## config.mk

```make
export PLATFORM = sky130hd
export DESIGN_NAME = bpu_predecode
export DESIGN_NICKNAME = d
export VERILOG_FILES = /design/src/rv_isa_pkg.sv /design/src/bpu_pkg.sv /design/src/bpu_predecode.sv
export SDC_FILE = /design/constraint.sdc
export NUM_CORES = 1
export LEC_CHECK = 0
export ABC_AREA = 1
export BUFFER_PORTS_ARGS = -buffer_cell sky130_fd_sc_hd__buf_2
export CORE_UTILIZATION = 30
export DETAILED_ROUTE_END_ITERATION = 8
export PLACE_DENSITY_LB_ADDON = 0.12
export SYNTH_ARGS = -nofsm -noshare
export SYNTH_HDL_FRONTEND = slang
export SYNTH_SLANG_ARGS = --single-unit
```

## constraint.sdc

```tcl
create_clock -name vclk -period 1.6
set_input_delay 0.32 -clock vclk [all_inputs]
set_output_delay 0.32 -clock vclk [all_outputs]
set_load 0.005 [all_outputs]
```

## src/rv_isa_pkg.sv

```systemverilog
`default_nettype none

package rv_isa_pkg;

    typedef logic [6:0] opcode_t;

    localparam opcode_t OPC_BRANCH = 7'b1100011;
    localparam opcode_t OPC_JAL    = 7'b1101111;
    localparam opcode_t OPC_JALR   = 7'b1100111;

    localparam logic [4:0] REG_RA = 5'd1; // x1 link register
    localparam logic [4:0] REG_T0 = 5'd5; // x5 alternate link

    // conditional branch format
    typedef struct packed {
        logic       imm12;
        logic [5:0] imm10_5;
        logic [4:0] rs2;
        logic [4:0] rs1;
        logic [2:0] funct3;
        logic [3:0] imm4_1;
        logic       imm11;
        opcode_t    opcode;
    } inst_b_t;

    // jump format
    typedef struct packed {
        logic       imm20;
        logic [9:0] imm10_1;
        logic       imm11;
        logic [7:0] imm19_12;
        logic [4:0] rd;
        opcode_t    opcode;
    } inst_j_t;

    typedef struct packed {
        logic [11:0] imm12;
        logic [4:0]  rs1;
        logic [2:0]  funct3;
        logic [4:0]  rd;
        opcode_t     opcode;
    } inst_i_t;

    typedef union packed {
        inst_b_t b;
        inst_j_t j;
        inst_i_t i; // also used for opcode and jalr fields
    } inst_u;

endpackage

`default_nettype wire

```

## src/bpu_pkg.sv

```systemverilog
`default_nettype none

package bpu_pkg;

    typedef logic [31:0] addr_t;

    // msb set means predict taken
    typedef logic [1:0] ctr_t;

    typedef logic [15:0] hist_t;

    localparam ctr_t CTR_WNT = 2'b01; // weakly not taken

    // default table sizes as powers of two
    localparam int unsigned BHT_ENTRIES = 512;
    localparam int unsigned BTB_ENTRIES = 256;
    localparam int unsigned RAS_DEPTH   = 32;

endpackage

`default_nettype wire

```

## src/bpu_predecode.sv

```systemverilog
`default_nettype none

module bpu_predecode (
    input  wire rv_isa_pkg::inst_u inst_i,
    output logic                   is_branch_o,
    output logic                   is_jal_o,
    output logic                   is_jalr_o,
    output logic                   is_ret_o,
    output bpu_pkg::addr_t         b_off_o,
    output bpu_pkg::addr_t         j_off_o
);

    logic link_rs1;

    assign is_branch_o = (inst_i.i.opcode == rv_isa_pkg::OPC_BRANCH);
    assign is_jal_o    = (inst_i.i.opcode == rv_isa_pkg::OPC_JAL);
    assign is_jalr_o   = (inst_i.i.opcode == rv_isa_pkg::OPC_JALR);

    assign link_rs1 = (inst_i.i.rs1 == rv_isa_pkg::REG_RA) ||
                      (inst_i.i.rs1 == rv_isa_pkg::REG_T0);

    // ret is jalr x0, 0(ra) or the t0 variant
    assign is_ret_o = is_jalr_o && (inst_i.i.rd == 5'd0) && link_rs1 &&
                      (inst_i.i.imm12 == 12'd0);

    // b offset with bit 0 always zero
    assign b_off_o = {{19{inst_i.b.imm12}},
                      inst_i.b.imm12,
                      inst_i.b.imm11,
                      inst_i.b.imm10_5,
                      inst_i.b.imm4_1,
                      1'b0};

    assign j_off_o = {{11{inst_i.j.imm20}},
                      inst_i.j.imm20,
                      inst_i.j.imm19_12,
                      inst_i.j.imm11,
                      inst_i.j.imm10_1,
                      1'b0}; // +-1 MiB range

endmodule

`default_nettype wire

```

==> impl_metrics.toml <==
[finish]
fin_nets = 161
nFlopsAndLatches = 0
post-route-util_pct = 33.2
seqCellArea_um2 = 0
clock_buffers = 0
drive_gt1_share_pct = 77.2
insertedDiodeCount = 0
area_delta_synth_final_pct = 2.31

[floorplanning]
core_um2 = 2000
dieArea_um2 = 2350
rows = 16
io_pins = 100
die_h_um = 48.5
start_util_pct = 32.4
die_x_um = 48.5

[clock_network]
post_cts_resized = 0
post_cts_buffers = 0
hold_buffers = 0

[yosys]
synth.distinct_cells = 13
synth_area_um2 = 649
netlist_instances = 99
synth.avg_cell_area_um2 = 6.56
yosys_warnings = 0
seq_area_frac_synth_pct = 0

[global_routing]
grt_pass1_vias = 410
antenna_found_initial = 0
grt_pass1_wl_um = 1660
grt_max_degree = 19
grt-ovfl-total = 0
grt_usage_pct = 8.14

[power_and_ir_drop]
p_per_area_nw_per_um2 = 228
peakVddDrop_v = 0.0000824
p_leak_nw = 0.437
finalPower_mw = 0.151

[min_path]
hp-class = "input pin to output port"
min_to = "j_off_o[12]"
worstHoldPathCells = 0
min_from = "inst_i[12]"

[critical_path]
cp.arrival_ns = 1.00
path_class = "input pin to output port"
start_kind = "input pin"
crit_chain = "buf_2 -> or2_1 -> nor2_1 -> nand2_2 -> nor2_2 -> buf_2"
required_ns = 1.28
cp.buffers_inverters = 2
crit_slowest_cell = "or2_1"
cp_top_family = "simple AND/OR/NAND/NOR gates"
cp_max_fo = 2
path_common_cell = "buf_2"
end_kind = "output port"
cpPeakStageDelay_ns = 0.21

[drt]
drcViolationCount = 0
dr.pass1.iters = 1
drt-initial-drc-count = 0
via_per_inst = 3.68
vias = 566
postRouteAntennaNets = 0
detail_route.wl_per_cell_um = 6.77
routed_wl_um = 1040

[job]
maxCapViolCount = 0

[sta]
drv_slew = 0
final.period_utilization_pct = 82.4
hold_ws_ns = 0.640
fin_crit_ns = 1.32
rsz0062_at_grt = "false"
fmax_mhz = 758
timing.setup.tns_ns = 0
setup_viol = 0
finalHoldViolCount = 0

[placed_design]
place_congestion = 0.661
numPortBuffers = 90
place_hpwl_um = 1000

[outcome]
status = "finished, final reports clean"
worst max-delay path by stage:
stage,from,end,cells past startpoint
3_5_place_dp,inst_i[31],is_ret_o,7
2_1_floorplan,inst_i[8],is_ret_o,4
6_report,inst_i[8],is_ret_o,6
4_1_cts,inst_i[31],is_ret_o,7
3_3_place_gp,inst_i[8],is_ret_o,6
5_1_grt,inst_i[8],is_ret_o,6
routing by layer:
layer,GRT usage (%),vias up,part of all wire (%)
met4,0,0,0
met3,0.314,0,15
li1,-,288,-
met5,0,-,0
met1,8.99,223,35
met2,17.6,55,50
layout by cell type, fill, tap and decap left out:
cell,n
buf_2,90
buf_4,1
conb_1,2
inv_1,4
inv_2,1
nand2_1,7
nand2_2,2
nand3_1,1
nand3_4,1
nor2_1,13
nor2_2,2
nor2_4,1
nor4_1,1
or2_1,1
kinds of logic after synthesis:
| family | Yosys count | synth area share, % |
|---|---|---|
| buffers and inverters | 69 | 76.9 |
| other | 1 | 0.577 |
| AND/OR/NAND/NOR | 29 | 22.5 |
power by group:
group          internal (mW)  switching (mW)  leakage, nW
logic                 0.0817          0.0697        0.437
clock network              0               0            0
registers                  0               0            0
stage by stage:
| step | setup WS (ns) | cells | area (µm²) |
|---|---|---|---|
| after global placement | 0.262 | 154 | 664 |
| after floorplan | 0.494 | 100 | 653 |
| after global routing | 0.203 | 154 | 664 |
| after detailed placement | 0.267 | 154 | 664 |
| after CTS | 0.262 | 154 | 664 |
| final | 0.281 | 154 | 664 |
cell type report:
cell class | instances | area (µm²)
Multi-Input combinational cell | 31 | 154
Tap cell | 27 | 33.8
Timing Repair Buffer | 91 | 458
Inverter | 5 | 18.8
Fill cell | 239 | 1340
cells in the mapped netlist, types with 2 or more instances:
library cell	count	area, µm²
buf_4	64	480
inv_1	4	15.0
nand2_1	7	26.3
nand2_2	2	12.5
nor2_1	13	48.8
nor2_2	2	12.5
No activity file was read; power rests on OpenSTA's default activity.
