===== config.mk =====
export PLATFORM = sky130hd
export DESIGN_NAME = bimodal_bht
export DESIGN_NICKNAME = d
export VERILOG_FILES = /design/src/bpu_pkg.sv /design/src/bimodal_bht.sv
export SDC_FILE = /design/constraint.sdc
export NUM_CORES = 2
export LEC_CHECK = 0
export BUFFER_PORTS_ARGS = -buffer_cell sky130_fd_sc_hd__clkbuf_2
export CAP_MARGIN = 20
export CORE_ASPECT_RATIO = 0.5
export CORE_MARGIN = 5
export CORE_UTILIZATION = 42
export CTS_BUF_LIST = sky130_fd_sc_hd__clkbuf_8
export DETAILED_ROUTE_END_ITERATION = 10
export PLACE_DENSITY = 0.6
export REMOVE_ABC_BUFFERS = 1
export SYNTH_ARGS = -nofsm -noshare
export SYNTH_HDL_FRONTEND = slang
export SYNTH_SLANG_ARGS = --single-unit

===== constraint.sdc =====
create_clock -name clk -period 88.5 [get_ports clk]
set_input_delay 0 -clock clk [delete_from_list [all_inputs] [get_ports clk]]
set_output_delay 0 -clock clk [all_outputs]
set_load 0.01 [all_outputs]

===== src/bpu_pkg.sv =====
`default_nettype none

package bpu_pkg;

    typedef logic [31:0] addr_t;

    // msb set means predict taken
    typedef logic [1:0] ctr_t;

    typedef logic [15:0] hist_t;

    localparam ctr_t CTR_WNT = 2'b01; // weakly not taken

    // default table sizes as powers of two
    localparam int unsigned BHT_ENTRIES = 512;
    localparam int unsigned BTB_ENTRIES = 256;
    localparam int unsigned RAS_DEPTH   = 32;

endpackage

`default_nettype wire


===== src/bimodal_bht.sv =====
`default_nettype none

module bimodal_bht #(
    parameter int unsigned ENTRIES = bpu_pkg::BHT_ENTRIES
) (
    input  wire                 clk,
    input  wire                 rst,
    input  wire bpu_pkg::addr_t rd_pc_i,
    input  wire                 upd_valid_i,
    input  wire                 upd_taken_i,
    input  wire bpu_pkg::addr_t upd_pc_i,
    output bpu_pkg::ctr_t       rd_ctr_o
);

    localparam int unsigned IDX_W = $clog2(ENTRIES);

    bpu_pkg::ctr_t    ctr_q [ENTRIES];
    logic [IDX_W-1:0] rd_idx;
    logic [IDX_W-1:0] upd_idx;
    bpu_pkg::ctr_t    upd_ctr;

    // halfword granularity so compressed code spreads out too
    assign rd_idx  = rd_pc_i[IDX_W:1];
    assign upd_idx = upd_pc_i[IDX_W:1];

    assign rd_ctr_o = ctr_q[rd_idx];

    // saturating step
    always_comb begin
        upd_ctr = ctr_q[upd_idx];
        if (upd_taken_i) begin
            if (upd_ctr != 2'b11) begin
                upd_ctr = upd_ctr + 2'b01;
            end
        end else begin
            if (upd_ctr != 2'b00) begin
                upd_ctr = upd_ctr - 2'b01;
            end
        end
    end

    always_ff @(posedge clk or posedge rst) begin
        if (rst) begin
            for (int k = 0; k < ENTRIES; k++) begin
                ctr_q[k] <= bpu_pkg::CTR_WNT;
            end
        end else if (upd_valid_i) begin
            ctr_q[upd_idx] <= upd_ctr;
        end
    end

endmodule

`default_nettype wire


==> metrics.cfg <==
[final_layout]
largest_register = ctr_q
top_regs = ctr_q (1024)
register_area_mm2 = 0.0263
layout-drive-gt1-share_pct = 33.5
nNetsFinal = 4902
nFillCells = 11900
area_growth_pct = 9.02
largest_reg_flops = 1024
multi_input_area_mm2 = 0.0282

[floorplanning]
die_y_um = 269
rows = 94
die_width_um = 528
coreArea_mm2 = 0.132
dieArea_mm2 = 0.142
ios = 70
start_util_pct = 42.5

[setup_path]
path_cells = buf_4 -> buf_4 -> and2_4 -> buf_4 -> buf_4 -> a22oi_1 -> nand3_1 -> nand4_1 -> a2111oi_2 -> clkbuf_4 -> o2111ai_1 -> a211oi_1 -> a21o_4 -> buf_4 -> o21ai_0
critPathRequiredTime_ns = 89.23
critPathArrivalTime_ns = 6.91
critical_path_class = input port to register
critical_path.max_fanout = 93
max_stage_delay_ns = 0.94
endpoint_kind = register
cpMaxStageDelayCell = buf_4
cp-start-kind = input port
cpMostUsedCell = buf_4

[clocking]
clock_latency_ns = 0.90
numCtsBuffers = 162
cts_max_path_buffers = 3
cts_tree = done
path_clk_slew_ns = 0.07
numClockSinks = 1024
postCtsSetupBuffers = 0
htree_levels = 4
cts_root_buffer = clkbuf_8

[detailed_routing]
firstDrtPassIters = 6
vias_per_cell = 6.36
wl_mm = 195
vias = 43000
wl_per_cell_um = 28.9
drc = 0
antenna_left = 0
drt_iter0_markers = 5058

[global_route]
grtUsageTotal_pct = 27.4
grt_pass1_wl_mm = 290
overflow = 0
first_global_vias = 42800
grt_start_max_net_pins = 221
grt_antenna_before_repair = 14

[yosys]
synth_edf_count = 0
yosysSeqAreaShare_pct = 46.7
synth.most_common_cell = nand2_1
avgSynthCellArea_um2 = 11.4
netlist_area_mm2 = 0.0562
synth-seq-cells = 1024
yosys-top-cells-count = 684 x nand2_1, 566 x nor2_1, 512 x dfrtp_1, 512 x dfstp_2, 471 x o21ai_0
syn_inst = 4936
synth_area_leaders = dfstp_2 24%, dfrtp_1 23%, mux4_2 19%
synth_flop_cell = dfstp_2
yosysTopAreaCell = dfstp_2
synth_top_area_share_pct = 23.9
synth_warnings = 0
yosys.cell_types.count = 61
async_reset_ff_share_pct = 100

[power]
ir_drop_v = 0.0000171
p_leak_nw = 24.1
cellPowerDensity_mw_per_mm2 = 17.5
total_power_mw = 1.07

[placed_design]
dp_slack_ns = 81.09
dp_hpwl_mm = 120
place_congestion = 0.890
portBuffers = 23

[run]
cap_violations = 0

[run_status]
status = finished clean

[timing]
skew_ns = 0.0499
rsz0062_at_grt = no
setup_ws_ns = 82.32
period_needed_ns = 6.18
setup_viol = 0
max_slew_margin_pct = 20.0
hold_viol = 0
maxSlewViolCount = 0
tns_ns = 0
finalCritPeriodShare_pct = 6.99
max_freq_mhz = 162
worstMarginPinSlew_ns = 1.20

[worst_hold_path]
hold_path_class = input port to register

[timing repair]
item / CTS / global route
endpoints found under the hold margin: 180 / 0
resized for setup: 0 / 0
hold buffers: 9 / 0
[worst max-delay path: cells and delay by family]
| kind | cells | cell delay, ns |
|---|---|---|
| buffers and inverters | 6 | 3.38 |
| and+or+nand+nor | 3 | 1.01 |
| AOI/OAI and AO/OA | 6 | 2.33 |
[layout by cell type, fill, tap and decap left out, types with 119 or more instances in the layout]
cell type,instances
nor2_1,563
o21ai_0,471
nand2_1,681
a22oi_1,119
mux4_2,467
dfrtp_1,512
mux2_2,261
dfstp_2,512
mux2i_1,284
a21oi_1,320
clkbuf_8,211
[cells by family after synthesis]
group                    after synthesis  synth area share (%)
flip-flops                          1024                  46.7
AND/OR/NAND/NOR                     1403                  9.93
buffers and inverters                413                  3.38
multiplexers                        1012                  29.0
AO/OA/AOI/OAI                       1083                  11.0
adder cells (fa/ha/maj)                1                0.0200
[where the power goes]
part	leakage (nW)	total, mW	switching [mW]	internal (mW)
registers	12.4	0.508	0.0144	0.494
logic	9.77	0.141	0.0953	0.0453
clock network	1.97	0.425	0.205	0.220
[final cells by class]
class	count	share of cell area, %
multi-input cells	3499	46.1
flip-flops and latches	1024	42.8
clock buffers	211	4.74
well taps	1776	3.62
repair buffers	141	1.88
clock inverters	94	0.786
inverters	6	0.0490
diodes	7	0.0286
[per-stage QoR]
step / instance area (um2) / std cells / hold WS [ns] / util (%)
6_report: 61300 / 6758 / 0.0884 / 46.4
2_1_floorplan: 54400 / 4529 / 0.158 / -
5_1_grt: 61300 / 6753 / 0.122 / 46.4
4_1_cts: 61300 / 6749 / 0.0301 / 46.4
3_3_place_gp: 57800 / 6435 / 0.179 / 43.7
3_5_place_dp: 57800 / 6435 / 0.198 / 43.7
[final timing paths]
kind | end | cells after the start | start | slack [ns]
worst min-delay path | ctr_q[426]$_DFFE_PP1P_ | 4 | upd_taken_i | 0.09
worst max-delay path | ctr_q[1006]$_DFFE_PP1P_ | 15 | upd_pc_i[2] | 82.32
worst max register to register | ctr_q[1006]$_DFFE_PP1P_ | 9 | ctr_q[43]$_DFFE_PP0P_ | 82.89
worst min register to register | ctr_q[942]$_DFFE_PP1P_ | 2 | ctr_q[942]$_DFFE_PP1P_ | 0.47
max in group asynchronous | ctr_q[1009]$_DFFE_PP0P_ | 7 | rst | 84.92
min in group asynchronous | ctr_q[509]$_DFFE_PP0P_ | 4 | rst | 0.40
[metal layers]
| layer | up-vias | share of wire, % | GRT usage [%] |
|---|---|---|---|
| li1 | 18100 | - | - |
| met1 | 22000 | 41 | 37.9 |
| met2 | 2404 | 43 | 40.0 |
| met3 | 514 | 12 | 8.23 |
| met4 | 12 | 4.6 | 12.9 |
| met5 | - | 0.041 | 0 |
No activity file was read; power rests on OpenSTA's default activity.
