--- config.mk ---
export PLATFORM = sky130hd
export DESIGN_NAME = pred_select
export DESIGN_NICKNAME = d
export VERILOG_FILES = /design/src/bpu_pkg.sv /design/src/pred_select.sv
export SDC_FILE = /design/constraint.sdc
export NUM_CORES = 1
export LEC_CHECK = 0
export CAP_MARGIN = 15
export CORE_ASPECT_RATIO = 1.1
export CORE_MARGIN = 3
export CORE_UTILIZATION = 45
export DETAILED_ROUTE_END_ITERATION = 7
export DONT_BUFFER_PORTS = 1
export GPL_TIMING_DRIVEN = 0
export PLACE_DENSITY_LB_ADDON = 0.25
export RECOVER_POWER = 25
export SYNTH_ARGS = -nofsm -noshare
export SYNTH_HDL_FRONTEND = slang
export SYNTH_SLANG_ARGS = --single-unit
--- constraint.sdc ---
create_clock -name vclk -period 6.4
set_input_delay 0 -clock vclk [all_inputs]
set_output_delay 0 -clock vclk [all_outputs]
set_load 0.005 [all_outputs]
--- src/bpu_pkg.sv ---
`default_nettype none

package bpu_pkg;

    typedef logic [31:0] addr_t;

    // msb set means predict taken
    typedef logic [1:0] ctr_t;

    typedef logic [15:0] hist_t;

    localparam ctr_t CTR_WNT = 2'b01; // weakly not taken

    // default table sizes as powers of two
    localparam int unsigned BHT_ENTRIES = 512;
    localparam int unsigned BTB_ENTRIES = 256;
    localparam int unsigned RAS_DEPTH   = 32;

endpackage

`default_nettype wire

--- src/pred_select.sv ---
`default_nettype none

module pred_select (
    input  wire bpu_pkg::addr_t pc_i,
    input  wire                 is_branch_i,
    input  wire                 is_jal_i,
    input  wire                 is_jalr_i,
    input  wire                 is_ret_i,
    input  wire bpu_pkg::addr_t b_off_i,
    input  wire bpu_pkg::addr_t j_off_i,
    input  wire bpu_pkg::ctr_t  ctr_i,
    input  wire                 btb_hit_i,
    input  wire bpu_pkg::addr_t btb_target_i,
    input  wire bpu_pkg::addr_t ras_top_i,
    input  wire                 ras_empty_i,
    output logic                branch_o,
    output logic                taken_o,
    output bpu_pkg::addr_t      target_o
);

    bpu_pkg::addr_t pc_plus4;
    bpu_pkg::addr_t b_target;
    bpu_pkg::addr_t j_target;

    assign pc_plus4 = pc_i + 32'd4;
    assign b_target = pc_i + b_off_i;
    assign j_target = pc_i + j_off_i;

    always_comb begin
        branch_o = is_branch_i || is_jal_i || is_jalr_i;
        taken_o  = 1'b0;
        target_o = pc_plus4; // fall through by default

        if (is_ret_i) begin
            if (!ras_empty_i) begin
                taken_o  = 1'b1;
                target_o = ras_top_i;
            end
        end else if (is_jal_i) begin
            taken_o  = 1'b1;
            target_o = btb_hit_i ? btb_target_i : j_target;
        end else if (is_branch_i) begin
            taken_o = ctr_i[1];
            if (ctr_i[1]) begin
                target_o = btb_hit_i ? btb_target_i : b_target;
            end
        end else if (is_jalr_i) begin
            // indirect jump whose target only the btb knows
            taken_o = ctr_i[1];
            if (ctr_i[1] && btb_hit_i) begin
                target_o = btb_target_i;
            end
        end
    end

endmodule

`default_nettype wire

==> Implementation_results.wiki <==
{| class="wikitable"
! Metric !! Value
|-
| Adder and majority cell fraction of the synthesized area || 13.3%
|-
| Sequential cells || 0
|-
| Area share of the largest cell type after synthesis || 12.7%
|-
| Netlist Area Pre-Place || 0.00621 mm2
|-
| Total of clock buffers placed in the layout || 0
|-
| Largest voltage drop on the vdd net || 0.0418 mV
|-
| Initial Utilization || 46.6%
|-
| Detailed-routed wire length on met3 || 3460 um
|-
| Placer Congestion || 1.00
|-
| Top area cells in the synthesized netlist || ha_1 (13%), o21ai_0 (7.8%), a21oi_1 (7.5%)
|-
| Post-CTS Setup Inserts || 0
|-
| Cells along the critical path || ha_1, fa_1, a211oi_1, o21bai_1, a21oi_1, o221ai_4, a21oi_2, nor4_2, mux2i_1, a211oi_1, nor3b_2
|-
| Cell Count Post-Placement || 1140
|-
| Global-route wire length before repair || 41100 um
|-
| Antenna viol nets, final || 0
|-
| Dominant cell type by count on the critical path || a211oi_1
|-
| Maximum number of pins on one net before global-route repair || 11
|-
| Post-cts resize count || 0
|-
| Ratio of total power to cell area || 94.5 mW/mm2
|-
| Layout overhead on the synthesized area || 3.83%
|-
| Worst setup margin || 3240 ps
|-
| Final hold slack || 114 ps
|-
| Sum of negative setup slack || 0 ps
|-
| I/O Buffers || 0
|-
| Final cell count without fillers || 1143
|-
| Layout filler cell count || 1440
|-
| Critical path startpoint category || input port
|-
| Maximum frequency from static timing analysis || 0.316 GHz
|-
| I/O pin count || 202
|-
| Net count after synthesis || 1189
|-
| Remaining DRCs || 0
|-
| Register cell area after layout || 0 um2
|-
| Final setup viols || 0
|-
| M1 WL || 10700 um
|-
| Leak || 2.46 nW
|-
| Wire length per cell || 24.0 um
|-
| Crit path max-delay family || compound AO/OA/AOI/OAI gates
|-
| Total via count in the routed design || 7680
|-
| Pre-CTS setup slack || 3330 ps
|-
| Slew at the pin closest to its max-slew limit || 803 ps
|-
| Hold_sp || is_jalr_i
|-
| Period utilisation layout || 49.4%
|-
| Time the worst path needs with I/O delays and setup || 3160 ps
|-
| Count of cell types in the netlist || 81
|-
| Worst Path Arrival || 3160 ps
|-
| Multiplexer fraction of the synthesized cell area || 3.43%
|-
| HPWL Detailed || 22500 um
|-
| Number of antenna violations at the first check in global routing || 2
|-
| Cell with the largest stage delay on the worst path || a211oi_1
|-
| Worst setup startpoint || pc_i[0]
|-
| Core area || 0.0133 mm2
|-
| Maximum single-stage delay on the critical path || 490 ps
|-
| Share of layout cells above drive strength 1 || 3.97%
|-
| DR pass1 iterations || 6
|-
| Max-slew violations || 0
|-
| Normalized max-slew margin || 46.3%
|-
| Seq/Total Area, Yosys || 0%
|-
| Result of the run || finished clean
|-
| Area share of xor/xnor cells in the synthesized design || 11.7%
|-
| Fraction of the mapped netlist area in compound gates || 41.0%
|-
| Hold buffer count at CTS || 0
|-
| Vias in the first global route || 7003
|-
| Crit Path Max Fanout || 6
|-
| Type of the worst min-delay path || in -> out
|-
| Global route overflow || 0
|-
| Data required time of the critical path || 6400 ps
|-
| Number of buffers and inverters on the critical path || 0
|-
| Synth Instances || 956
|-
| Die Y || 129 um
|-
| WS Path Type || in -> out
|-
| Die Area || 0.0152 mm2
|-
| Maxcap violations || 0
|-
| Detailed-route vias per instance || 6.72
|-
| Starting DRC count in detailed routing || 1048
|-
| Yosys warns || 0
|-
| Final design utilization || 48.4%
|-
| GRT Overall Usage || 33.8%
|-
| Routed length on met2 || 12100 um
|-
| Nets@finish || 1191
|-
| Combinational family with the most area after synthesis || compound AO/OA/AOI/OAI gates
|-
| Simple-Gate Fraction of Synth Area || 25.2%
|-
| Floorplan row count || 44
|-
| Die boundary width || 118 um
|-
| Unrepaired setup endpoints after global routing || no
|-
| Cell type with the largest total area after synthesis || ha_1
|-
| Final Routed Wirelength || 27500 um
|-
| Uppermost routed layer || met4
|-
| Final-report hold violation count || 0
|-
| Endpoint type of the worst setup path || primary output
|-
| Average footprint of a synthesized cell || 6.49 um2
|}
layer usage:
layer  global-route usage (%)  vias up
met3                     9.08       76
met4                     11.8        0
met2                     55.3      539
met1                     43.3     3451
li1                         -     3614
met5                        0        -
per-stage QoR:
step	power (mW)	cell area [um2]
final	0.609	6440
after floorplan	0.442	6210
after global placement	0.589	6440
after global routing	0.659	6440
after CTS	0.592	6440
after detailed placement	0.589	6440
final cells by class:
| cell class | count | area (um2) | area share, % |
|---|---|---|---|
| antenna | 3 | 7.51 | 0.117 |
| buffer | 61 | 244 | 3.79 |
| inverter | 22 | 82.6 | 1.28 |
| multi-input combinational | 873 | 5880 | 91.2 |
| tap | 184 | 230 | 3.57 |
cell usage after synthesis, types with 3 or more instances:
cell type    n
a211oi_1    31
a21o_1      16
a21oi_1     93
a221o_1      4
a221oi_1    12
a22oi_1      3
a31oi_1     11
a32oi_1      3
a41oi_1      4
and2_1       5
and3_1      13
and4_1       3
buf_1        9
buf_2        6
clkbuf_1    45
ha_1        63
inv_1       21
mux2i_1     19
nand2_1    124
nand2b_1    15
nand3_1     31
nand4_1     17
nor2_1      73
nor2b_1      8
nor3_1      16
o211a_1      4
o211ai_1    26
o21a_1      13
o21ai_0     97
o21bai_1     8
o221ai_1     5
o311ai_0     5
o31ai_1      5
or2_2        4
or3_1        3
xnor2_1     50
xor2_1      33
final timing paths:
check	slack (ps)	cells past startpoint	endpoint
setup / recovery	3240	11	target_o[28]
hold / removal	110	1	branch_o
layout by cell type (no fill, tap or decap), types with 5 or more instances in the layout:
master	count
nor3_1	16
a21o_1	16
nand4_1	17
inv_1	21
xor2_1	33
nor2b_1	8
buf_2	6
and3_1	13
o21bai_1	8
xnor2_1	50
a221oi_1	12
o21a_1	13
nand2_1	124
nor2_1	73
a21oi_1	93
ha_1	63
o31ai_1	5
mux2i_1	19
a31oi_1	11
o311ai_0	5
a211oi_1	31
nand3_1	31
buf_1	6
o211ai_1	26
nand2b_1	15
o221ai_1	5
o21ai_0	97
clkbuf_1	48
power by group:
group	leakage, nW	switching (mW)	internal, mW
clock	0.0000190	0	0.0000000628
combinational	2.46	0.384	0.225
sequential	0	0	0
total	2.46	0.384	0.225
cells by family after synthesis:
family	Yosys count
and+or+nand+nor	327
AOI/OAI and AO/OA	377
buffers and inverters	83
adders and majority gates	65
xor gates and xnor gates	83
muxes	21
Power figures use the tool's default switching activity.
