File: src/bpu_pkg.sv
`default_nettype none

package bpu_pkg;

    typedef logic [31:0] addr_t;

    // msb set means predict taken
    typedef logic [1:0] ctr_t;

    typedef logic [15:0] hist_t;

    localparam ctr_t CTR_WNT = 2'b01; // weakly not taken

    // default table sizes as powers of two
    localparam int unsigned BHT_ENTRIES = 512;
    localparam int unsigned BTB_ENTRIES = 256;
    localparam int unsigned RAS_DEPTH   = 32;

endpackage

`default_nettype wire

File: src/return_stack.sv
`default_nettype none

module return_stack #(
    parameter int unsigned DEPTH = bpu_pkg::RAS_DEPTH
) (
    input  wire                 clk,
    input  wire                 rst,
    input  wire                 push_i,
    input  wire bpu_pkg::addr_t push_data_i,
    input  wire                 pop_i,
    input  wire                 stall_i,
    output bpu_pkg::addr_t      top_o,
    output logic                empty_o
);

    localparam int unsigned PTR_W = $clog2(DEPTH);

    bpu_pkg::addr_t   stack_q [DEPTH];
    logic [PTR_W:0]   sp;          // number of valid entries
    logic [PTR_W:0]   sp_popped;
    logic [PTR_W-1:0] top_idx;
    logic             do_pop;
    logic             do_push;

    assign empty_o = (sp == '0);

    // wraps to DEPTH-1 when full
    assign top_idx = sp[PTR_W-1:0] - 1'b1;
    assign top_o   = stack_q[top_idx];

    assign do_pop    = pop_i && !stall_i && !empty_o;
    assign sp_popped = do_pop ? sp - 1'b1 : sp;

    // push sees the stack after the pop
    assign do_push = push_i && !stall_i && (sp_popped != (PTR_W+1)'(DEPTH));

    always_ff @(posedge clk or posedge rst) begin
        if (rst) begin
            sp <= '0;
        end else begin
            sp <= do_push ? sp_popped + 1'b1 : sp_popped;
        end
    end

    // pop plus push overwrites the old top
    always_ff @(posedge clk) begin
        if (do_push) begin
            stack_q[sp_popped[PTR_W-1:0]] <= push_data_i;
        end
    end

endmodule

`default_nettype wire

File: config.mk
export PLATFORM = sky130hd
export DESIGN_NAME = return_stack
export DESIGN_NICKNAME = d
export VERILOG_FILES = /design/src/bpu_pkg.sv /design/src/return_stack.sv
export SDC_FILE = /design/constraint.sdc
export NUM_CORES = 1
export LEC_CHECK = 0
export BUFFER_PORTS_ARGS = -buffer_cell sky130_fd_sc_hd__buf_2
export CAP_MARGIN = 20
export CORE_ASPECT_RATIO = 1.25
export CORE_MARGIN = 3
export CORE_UTILIZATION = 60
export DETAILED_ROUTE_END_ITERATION = 7
export PLACE_DENSITY = 0.77
export SYNTH_ARGS = -nofsm -noshare
export SYNTH_HDL_FRONTEND = slang
export SYNTH_SLANG_ARGS = --single-unit
File: constraint.sdc
create_clock -name clk -period 6.5 [get_ports clk]
set_clock_uncertainty 0.1 [all_clocks]
set_input_delay 0.65 -clock clk [delete_from_list [all_inputs] [get_ports clk]]
set_output_delay 0.65 -clock clk [all_outputs]
set_load 0.1 [all_outputs]
==> results of run 1 <==
synth_stat cells (2+ instances only):
cell      instances
edfxtp_1       1024
mux4_2          256
mux2i_1         103
nand2_1          77
clkbuf_1         49
buf_2            38
a221oi_1         32
a32o_1           32
nor2_1           26
nor3_1           10
buf_1             8
inv_1             7
xnor2_1           7
dfrtp_1           6
nor2b_1           6
ha_1              5
nand3_1           5
or3_1             5
a21oi_1           4
o21ai_1           4
o22ai_1           4
and2_1            3
o21ba_2           3
a31oi_1           2
and3_1            2
nand2b_1          2
nand3b_1          2
o21ai_0           2
o21bai_1          2
o311ai_2          2
xor2_1            2
metrics by stage:
step	util	area, µm²	setup slack (ns)
after floorplan	-	39770	0.2910
after global placement	0.6388	41560	1.589
after detailed placement	0.6388	41560	1.566
after CTS	0.6835	44470	0.8417
after global routing	0.6836	44470	0.6053
final	0.6836	44480	0.9808
state kept, by name (all words and copies together) (netlist names):
signal and flops:
sp 6, stack_q 1024
area by class of cell:
| cell class | count | area, µm² |
|---|---|---|
| antenna | 3 | 7.507 |
| clock inverter | 55 | 449.2 |
| timing repair buffer | 127 | 845.8 |
| tap | 848 | 1061 |
| sequential | 1030 | 30900 |
| inverter | 7 | 26.28 |
| multi-input combinational | 611 | 8738 |
| clock buffer | 113 | 2445 |
| fill | 3816 | 20590 |
worst register-to-register path, delay by kind of cell, from the launching register on:
| family | cells | cell delay, ns |
|---|---|---|
| simple gates | 4 | 1.57 |
| flops | 1 | 0.65 |
| compound gates | 2 | 0.48 |
| fa+ha+maj | 2 | 0.44 |
| buf+inv | 3 | 1.02 |
logic make-up (layout without fill, tap and decap cells):
logic type,count (synthesis),count (layout),share of synthesized area
multiplexers,359,359,0.1709
XOR/XNOR,9,9,0.001982
other,0,3,0
adder cells (fa/ha/maj),5,5,0.001573
buffers and inverters,102,302,0.01082
AND/OR/NAND/NOR,144,144,0.01639
flip-flops,1030,1030,0.7770
AO/OA/AOI/OAI,94,94,0.02127
worst paths after layout:
path,startpoint,cells past startpoint,endpoint,slack [ns]
worst max-delay path,sp[0]$_DFF_PP0_,7,top_o[14],0.98
worst min-delay path,push_data_i[25],1,stack_q[10][25]$_DFFE_PP_,0.39
max in group asynchronous,rst,3,sp[0]$_DFF_PP0_,5.62
min in group asynchronous,rst,3,sp[0]$_DFF_PP0_,0.40
worst max register to register,sp[0]$_DFF_PP0_,11,stack_q[27][18]$_DFFE_PP_,1.83
worst min register to register,sp[1]$_DFF_PP0_,2,sp[1]$_DFF_PP0_,0.75
metal layers:
metal / part of all wire / global-route usage / wire [µm] / up-vias
li1: - / - / - / 7699
met1: 0.35 / 0.3591 / 32810 / 10150
met5: 0 / 0 / 0 / -
met2: 0.51 / 0.4553 / 47840 / 1212
met4: 0.045 / 0.1229 / 4173 / 0
met3: 0.091 / 0.04949 / 8485 / 261
what timing repair did:
action,CTS,global route
hold endpoints to repair,6,0
hold buffers,1,0
setup buffers,0,0
gates resized for setup,0,0
==> results by group, run 1 <==
Run status
  • Status: finished clean

Routing
  • Final WL: 93.32 mm
  • Initial drt markers: 2,409
  • DRT Pass-1 Iters: 6
  • Via Count: 19,320
  • # DRC: 0
  • Post-DR wirelength/cell: 33.40 µm
  • Post-DRT Antenna Nets: 0
  • Drt via density: 6.915

Place
  • Dpl hpwl: 45.37 mm
  • Routability cong.: 0.8476
  • PortBufs: 69
  • Placed cell count: 2,622

Logic synthesis
  • Sequential fraction of the synthesis area: 0.7770
  • Most area-consuming cells after synthesis: edfxtp_1 (77%), mux4_2 (14%), mux2i_1 (2.6%)
  • Mapped Cells: 1,743
  • Synthesized area: between 30,000 and 40,000 µm²
  • Post-synth EDFFs: 1,024
  • Main synth FF type: edfxtp_1
  • Async S/R FF share, synth: 0.005825
  • Largest area contributor in the netlist: edfxtp_1
  • Net Count, Synth: around 1,800
  • Post-synth top area share: 0.7733
  • Avg Synthesized Cell Area: 22.81 µm²
  • YS warnings: 0
  • Synth unique cells: 44
  • Synthesized flop and latch total: 1,030

Global routing
  • Gr usage total: 0.2731
  • Initial antenna violation count: 3
  • Largest net degree at the start of global routing: 108
  • GRT Residual Overflow: 0
  • Global-route wire length before repair: 136.3 mm
  • Number of global-route vias before repair: around 20,000

Worst setup path
  • Worst path buffer plus inverter count: 3
  • CP top delay family: buffers and inverters
  • CP Data Required Time: 5.75 ns
  • Worst path slowest cell: buf_4
  • Crit-path max cell delay: 0.90 ns
  • CP Cell Sequence: buf_4 > buf_4 > mux4_2 > nand2_1 > a32o_1 > a221oi_1 > buf_2
  • Crit Path Class: register to output port
  • Startpoint class of the critical path: register
  • Worst setup EP type: output port
  • Worst Path Arrival: 4.77 ns
  • Critical-path maximum fanout: 49
  • CP dominant cell by count: buf_4

Die
  • Initial Util: 0.6112
  • Site row count: 104
  • Die extent in y: 293.8 µm
  • # IOs: 70
  • Core box area: 65,060 µm²
  • Die area: 69,420 µm²
  • Chip width: about 240 µm

Clock tree
  • CTS Buffer Depth: 3
  • Worst skew pair latency: 0.65 ns
  • Num CTS Buffers: 94
  • CTS Root Cell: clkbuf_16
  • Clk slew on worst S/H paths: 0.07 ns
  • CTS tree: yes
  • Max H-tree Level: 3
  • TritonCTS Sinks: 1,030

Final layout
  • Commonest cells after routing, fill and taps aside: edfxtp_1 (1,024), mux4_2 (256), mux2i_1 (103)
  • Synthesis-to-finish area growth: 11.85%
  • Layout cells sized above 1: 0.2872
  • Final #Nets: 1,913
  • Most common cell after layout, fill and taps aside: edfxtp_1
  • Fin cells: ~2,800

STA
  • Worst Tran Pin Value: 1.113 ns
  • Worst hold slack: 0.3860 ns
  • Setup-failing EPs final: 0
  • Final worst path period need: 5.519 ns
  • RSZ-0062 raised after global routing: false
  • Normalized max-slew margin: 0.2577
  • Final Hold Viols: 0
  • Final slew viol count: 0
  • Final TNS setup: 0 ns
  • Final worst path period share: 0.8491
  • Peak Freq: 181.2 MHz

Worst hold path
  • Worst hold path class: primary input to register

Job
  • Max-cap violations: 0
Power of run 1 is not shown: default switching activity piles up to over one toggle a cycle in this logic, so the estimate is an artifact.
==> run 2, diff against run 1 <==
--- a/config.mk
+++ b/config.mk
@@ -9,9 +9,9 @@
 export CAP_MARGIN = 20
 export CORE_ASPECT_RATIO = 1.25
 export CORE_MARGIN = 3
-export CORE_UTILIZATION = 60
+export CORE_UTILIZATION = 56
 export DETAILED_ROUTE_END_ITERATION = 7
-export PLACE_DENSITY = 0.77
+export PLACE_DENSITY = 0.75
 export SYNTH_ARGS = -nofsm -noshare
 export SYNTH_HDL_FRONTEND = slang
 export SYNTH_SLANG_ARGS = --single-unit
==> constraint.sdc (replaced) <==
create_clock -name clk -period 4.7 [get_ports clk]
set_clock_uncertainty 0.1 [all_clocks]
set_input_delay 0.47 -clock clk [delete_from_list [all_inputs] [get_ports clk]]
set_output_delay 0.47 -clock clk [all_outputs]
set_load 0.1 [all_outputs]
==> results by group, run 2 (synthesis gave the netlist of run 1 again) <==
Run status
  • Status: finished clean

Die
  • Initial Util: 0.5692 (-0.04199)
  • Site row count: 108 (+3.8%)
  • # IOs: 70 (unchanged)
  • Core box area: 69,860 µm² (+7.4%)
  • Die area: 74,260 µm² (+7.0%)
  • Chip width: 244.3 µm (+3.4%)
  • Die extent in y: 303.9 µm (+3.4%)

Job
  • Max-cap violations: 0 (unchanged)

Global routing
  • Number of global-route vias before repair: 20,190 (+1.4%)
  • Met2 usage: 0.4290 (-0.02631)
  • Grt met3 use: 0.05358 (+0.004089)
  • Gr usage total: 0.2615 (-0.01155)
  • Global-route wire length before repair: 139.3 mm (+2.2%)
  • GRT Residual Overflow: 0 (unchanged)
  • Largest net degree at the start of global routing: 111 (+2.8%)
  • GRT met1 Usage: 0.3460 (-0.01309)
  • Initial antenna violation count: 6 (+3)
  • Grt peak-use layer: met2

Routing
  • Post-DRT Antenna Nets: 0 (unchanged)
  • Final WL: 96.12 mm (+3.0%)
  • Initial drt markers: 2,587 (+7.4%)
  • Via Count: 19,470 (+0.79%)
  • Post-DR wirelength/cell: 33.11 µm (-0.86%)
  • # DRC: 0 (unchanged)
  • Drt via density: 6.708 (-3.0%)
  • DRT Pass-1 Iters: 8 (+2)

STA
  • Worst Tran Pin Value: 1.087 ns (-0.02603 ns)
  • Final Hold Viols: 0 (unchanged)
  • Final worst path period need: 4.531 ns
  • Setup-failing EPs final: 0 (unchanged)
  • Final slew viol count: 0 (unchanged)
  • Final worst path period share: 0.9640
  • Worst setup slack after layout: 0.1690 ns (-0.8119 ns)
  • Peak Freq: roughly 220 MHz
  • RSZ-0062 raised after global routing: false
  • Normalized max-slew margin: 0.2733 (+0.01563)

Clock tree
  • CTS tree: yes
  • Num CTS Buffers: 89 (-5.3%)
  • TritonCTS Sinks: 1,030 (unchanged)
  • CTS Root Cell: clkbuf_16
  • Max H-tree Level: 3 (unchanged)
  • Clk slew on worst S/H paths: 0.07 ns (about the same)
  • CTS Buffer Depth: 3 (unchanged)
  • Worst skew pair latency: 0.65 ns (about the same)

Worst hold path
  • WHS Path Cells: 1 (unchanged)
  • Hold endpoint: stack_q[0][18]$_DFFE_PP_
  • Worst hold path class: primary input to register
  • Min-delay src: push_data_i[18]

Worst setup path
  • Critical-path maximum fanout: 27 (-45%)
  • Worst reg2reg path endpoint: stack_q[18][26]$_DFFE_PP_
  • Crit Path Class: register to output port
  • Worst R2R Path Depth: 10 (-1)
  • Reg-to-Reg Start: sp[0]$_DFF_PP0_
  • CP Data Required Time: 4.13 ns (-1.62 ns)
  • Startpoint class of the critical path: register
  • Worst Path Arrival: 3.96 ns (-0.81 ns)
  • Flop2flop setup slack: 0.31 ns (-1.52 ns)
  • Worst setup EP type: output port

Place
  • Routability cong.: 0.9209 (+8.6%)
  • Placed cell count: 2,724 (+3.9%)
  • Dpl hpwl: 50.53 mm (+11%)
  • PortBufs: 69 (unchanged)
  • Cell Area, Placed: 42,560 µm² (+2.4%)
  • Placement Setup Slack: 0.3823 ns (-1.183 ns)

Final layout
  • Fin cells: 2,903 (+3.9%)
  • Largest register FFs: 1,024 (unchanged)
  • Synthesis-to-finish area growth: 15.23%
  • Most common cell after layout, fill and taps aside: edfxtp_1
  • Multi-input gate area: 8947 µm² (+2.4%)
  • Layout cells sized above 1: 0.3172 (+0.03003)
  • Design area: 45,820 µm² (+3.0%)
  • Commonest cells after routing, fill and taps aside: edfxtp_1 (1,024), mux4_2 (256), mux2i_1 (103)
  • Post-layout util: 0.6559 (-0.02768)
  • # fillers: 4,275 (+12%)
  • Final #Nets: 1,930 (+0.89%)
  • Reg area: 30,900 µm² (unchanged)
-- run 2: cell count changes in the layout (fill, tap and decap cells not counted), moves of 4 or more --
cell,change
buf_2,-27
buf_12,+39
a221oi_2,+32
a221oi_1,-32
clkinv_1,-7
buf_4,+4
clkbuf_1,-4
bufinv_16,+11
-- run 2: worst max-delay path, cell delays in order (launching register included) --
cell,delay [ns]
dfrtp_4,0.63
inv_1,0.16
ha_4,0.59
buf_4,0.49
mux4_2,0.28
nand2_1,0.05
a32o_1,0.28
a221oi_2,0.40
buf_4,0.38
-- run 2: through the flow --
stage / TNS [ns] / hold slack, ns
finish: 0 / 0.2073
global route: 0 / 0.2213
CTS: 0 / 0.1638
detailed placement: 0 / 0.3672
global placement: 0 / 0.3632
floorplan: -61.44 / 0.1610
-- run 2: timing repair --
item,CTS,global route
gates cloned,1,1
endpoints found under the setup margin,9,13
pin swaps,1,0
hold buffers,1,0
hold endpoints to repair,6,0
resized for setup,3,1
buffers inserted,1,4
-- run 2: metal layers --
layer  vias to the layer above  wire, µm
met5                         -        27
met4                         4      3563
met3                       212      8436
met2                      1222     48960
met1                     10310     35140
li1                       7729         -
-- run 2: worst max path at each step --
stage | start | end | slack [ns] | cells after the start
CTS | sp[0]$_DFF_PP0_ | top_o[24] | 0.06 | 7
detailed placement | sp[0]$_DFF_PP0_ | stack_q[18][26]$_DFFE_PP_ | 0.38 | 10
finish | sp[0]$_DFF_PP0_ | top_o[22] | 0.17 | 8
floorplan | sp[0]$_DFF_PP0_ | stack_q[23][0]$_DFFE_PP_ | -0.64 | 13
global placement | sp[0]$_DFF_PP0_ | stack_q[18][31]$_DFFE_PP_ | 0.43 | 9
global route | sp[0]$_DFF_PP0_ | top_o[21] | 0.01 | 8
-- run 2: final cells by class --
type | count | share of cell area
inverter | 7 | 0.0005734
clock buffer | 105 | 0.05084
clock inverter | 62 | 0.01668
tap | 935 | 0.02553
sequential | 1030 | 0.6744
antenna | 4 | 0.0002184
timing repair buffer | 149 | 0.03651
multi-input combinational | 611 | 0.1953
Power of run 2 is left out for the same reason.
==> run 3, diff against run 2 <==
--- a/config.mk
+++ b/config.mk
@@ -9,9 +9,10 @@
 export CAP_MARGIN = 20
 export CORE_ASPECT_RATIO = 1.25
 export CORE_MARGIN = 3
-export CORE_UTILIZATION = 56
+export CORE_UTILIZATION = 60
 export DETAILED_ROUTE_END_ITERATION = 7
-export PLACE_DENSITY = 0.75
+export GPL_TIMING_DRIVEN = 0
+export PLACE_DENSITY = 0.77
 export SYNTH_ARGS = -nofsm -noshare
 export SYNTH_HDL_FRONTEND = slang
 export SYNTH_SLANG_ARGS = --single-unit
==> constraint.sdc (replaced) <==
create_clock -name clk -period 5.7 [get_ports clk]
set_clock_uncertainty 0.1 [all_clocks]
set_input_delay 0.57 -clock clk [delete_from_list [all_inputs] [get_ports clk]]
set_output_delay 0.57 -clock clk [all_outputs]
set_load 0.1 [all_outputs]
==> results by group, run 3 (synthesis gave the netlist of run 1 again) <==
Worst setup path
  • Reg-to-Reg Start: sp[0]$_DFF_PP0_
  • Crit Path Class: register to output port
  • Critical-path maximum fanout: 10 (-63%)
  • Worst setup EP type: output port
  • Worst reg2reg path endpoint: stack_q[22][20]$_DFFE_PP_
  • Worst Path Arrival: 4.91 ns (+0.95 ns)
  • Worst R2R Path Depth: 14 (+4)
  • Startpoint class of the critical path: register
  • CP Data Required Time: 5.03 ns (+0.90 ns)
  • Destination of the critical timing path: top_o[30]
  • Crit path launch: sp[0]$_DFF_PP0_
  • Flop2flop setup slack: 0.27 ns (-0.04 ns)

Final layout
  • Most common cell after layout, fill and taps aside: edfxtp_1
  • Final #Nets: 1,998 (+3.5%)
  • Layout cells sized above 1: 0.3018 (-0.01539)
  • Commonest cells after routing, fill and taps aside: edfxtp_1 (1,024), mux4_2 (256), buf_2 (108)
  • Largest register FFs: 1,024 (unchanged)
  • Synthesis-to-finish area growth: 14.36%

Place
  • Dpl hpwl: 60.84 mm (+20%)
  • Routability cong.: 0.8885 (-3.5%)
  • Placement Setup Slack: -0.9789 ns (-1.361 ns)
  • PortBufs: 69 (unchanged)

Run status
  • Status: finished clean

STA
  • Peak Freq: 179.3 MHz
  • Final worst path period share: 0.9783
  • Final slew viol count: 0 (unchanged)
  • Setup-failing EPs final: 0 (unchanged)
  • Normalized max-slew margin: 0.2694 (-0.003885)
  • RSZ-0062 raised after global routing: false
  • Final worst path period need: 5.577 ns
  • Final Hold Viols: 0 (unchanged)
  • Worst setup slack after layout: 0.1234 ns (-0.04554 ns)
  • Worst Tran Pin Value: 1.096 ns (+0.008408 ns)
  • Worst hold slack: 0.2923 ns (+0.08494 ns)

Clock tree
  • CTS Buffer Depth: 3 (unchanged)
  • TritonCTS Sinks: 1,030 (unchanged)
  • Max H-tree Level: 3 (unchanged)
  • Clk slew on worst S/H paths: 0.07 ns (about the same)
  • Post-CTS setup buffer count: 0 (-1)
  • Num CTS Buffers: 94 (+5.6%)
  • Worst skew pair latency: 0.65 ns (about the same)
  • CTS Root Cell: clkbuf_16
  • CTS tree: yes

Routing
  • DRT Pass-1 Iters: 7 (-1)
  • Via Count: 19,910 (+2.3%)
  • Initial drt markers: 2,447 (-5.4%)
  • DR top layer: met4
  • Post-DR wirelength/cell: 34.02 µm (+2.7%)
  • Met1 Wirelength: 33.57 mm (-4.5%)
  • Drt via density: 6.911 (+3.0%)
  • Post-DRT Antenna Nets: 0 (unchanged)
  • Final WL: 98.00 mm (+2.0%)
  • # DRC: 0 (unchanged)
  • Met2 Wirelength: 50.85 mm (+3.9%)
  • WL met3: 8.829 mm (+4.7%)

Global routing
  • Number of global-route vias before repair: 20,930 (+3.7%)
  • Global-route wire length before repair: 142.7 mm (+2.5%)
  • Gr usage total: 0.2875 (+0.02593)
  • Initial antenna violation count: 1 (-5)
  • Largest net degree at the start of global routing: 33 (-70%)
  • GRT Residual Overflow: 0 (unchanged)

Die
  • Site row count: 104 (-3.7%)
  • Chip width: 236.3 µm (-3.3%)
  • Die area: 69,420 µm² (-6.5%)
  • Initial Util: 0.6112 (+0.04199)
  • Die extent in y: 293.8 µm (-3.3%)
  • # IOs: 70 (unchanged)
  • Core box area: 65,060 µm² (-6.9%)

Worst hold path
  • Worst hold path class: primary input to async pin

Job
  • Max-cap violations: 0 (unchanged)
## run 3: changes by cell type in the layout (fill, tap and decap cells not counted), sizes merged
cell	previous run	this run
clkinvlp	6	5
bufbuf	1	0
clkbuf	106	166
clkinv	36	34
buf	146	159
inv	11	10
bufinv	16	9
diode	4	2
clkdlybuf4s15	0	6
## run 3: cell type report
type	instances	area, µm²
Tap cell	848	1061
Clock buffer	120	2556
Fill cell	3714	19590
Buffer	94	473.0
Timing Repair Buffer	118	1272
Clock inverter	51	499.2
Sequential cell	1030	30900
Antenna cell	2	5.005
Inverter	7	26.28
Multi-Input combinational cell	611	8681
## run 3: critical path, stage by stage, from the launching register on
cell and delay, ns:
dfrtp_2 0.61, buf_4 0.38, inv_1 0.16, ha_1 0.22
buf_2 0.19, xor2_1 0.22, buf_2 0.34, clkdlybuf4s15_1 0.82
mux2i_1 0.21, a221oi_1 0.52, buf_2 0.53
## run 3: timing repair
| item | 4_1_cts | 5_1_grt |
|---|---|---|
| endpoints found under the hold margin | 6 | 0 |
| hold buffers | 1 | 0 |
| endpoints found under the setup margin | 938 | 2 |
| gates resized for setup | 34 | 5 |
## run 3: metrics by stage
stage / TNS (ns) / util / cells / instance area [µm²]
floorplan: 0 / - / 1743 / 39770
global placement: -2229.49 / 0.6329 / 2660 / 41180
detailed placement: -367.46 / 0.6501 / 2707 / 42300
CTS: 0 / 0.6985 / 2878 / 45440
global route: 0 / 0.6989 / 2879 / 45470
finish: 0 / 0.6989 / 2881 / 45470
## run 3: worst min path at each step
stage	start	depth (start not counted)	slack (ns)	endpoint
global route	rst	3	0.31	sp[5]$_DFF_PP0_
floorplan	rst	1	0.26	sp[0]$_DFF_PP0_
finish	rst	3	0.29	sp[3]$_DFF_PP0_
CTS	rst	3	0.27	sp[3]$_DFF_PP0_
detailed placement	rst	2	0.41	sp[2]$_DFF_PP0_
global placement	rst	2	0.41	sp[4]$_DFF_PP0_
## run 3: metal layers
metal | vias up | track usage
met5 | - | 0
met4 | 0 | 0.1393
met3 | 299 | 0.05193
met2 | 1341 | 0.4862
met1 | 10410 | 0.3666
li1 | 7863 | -
Power of run 3 is left out for the same reason.
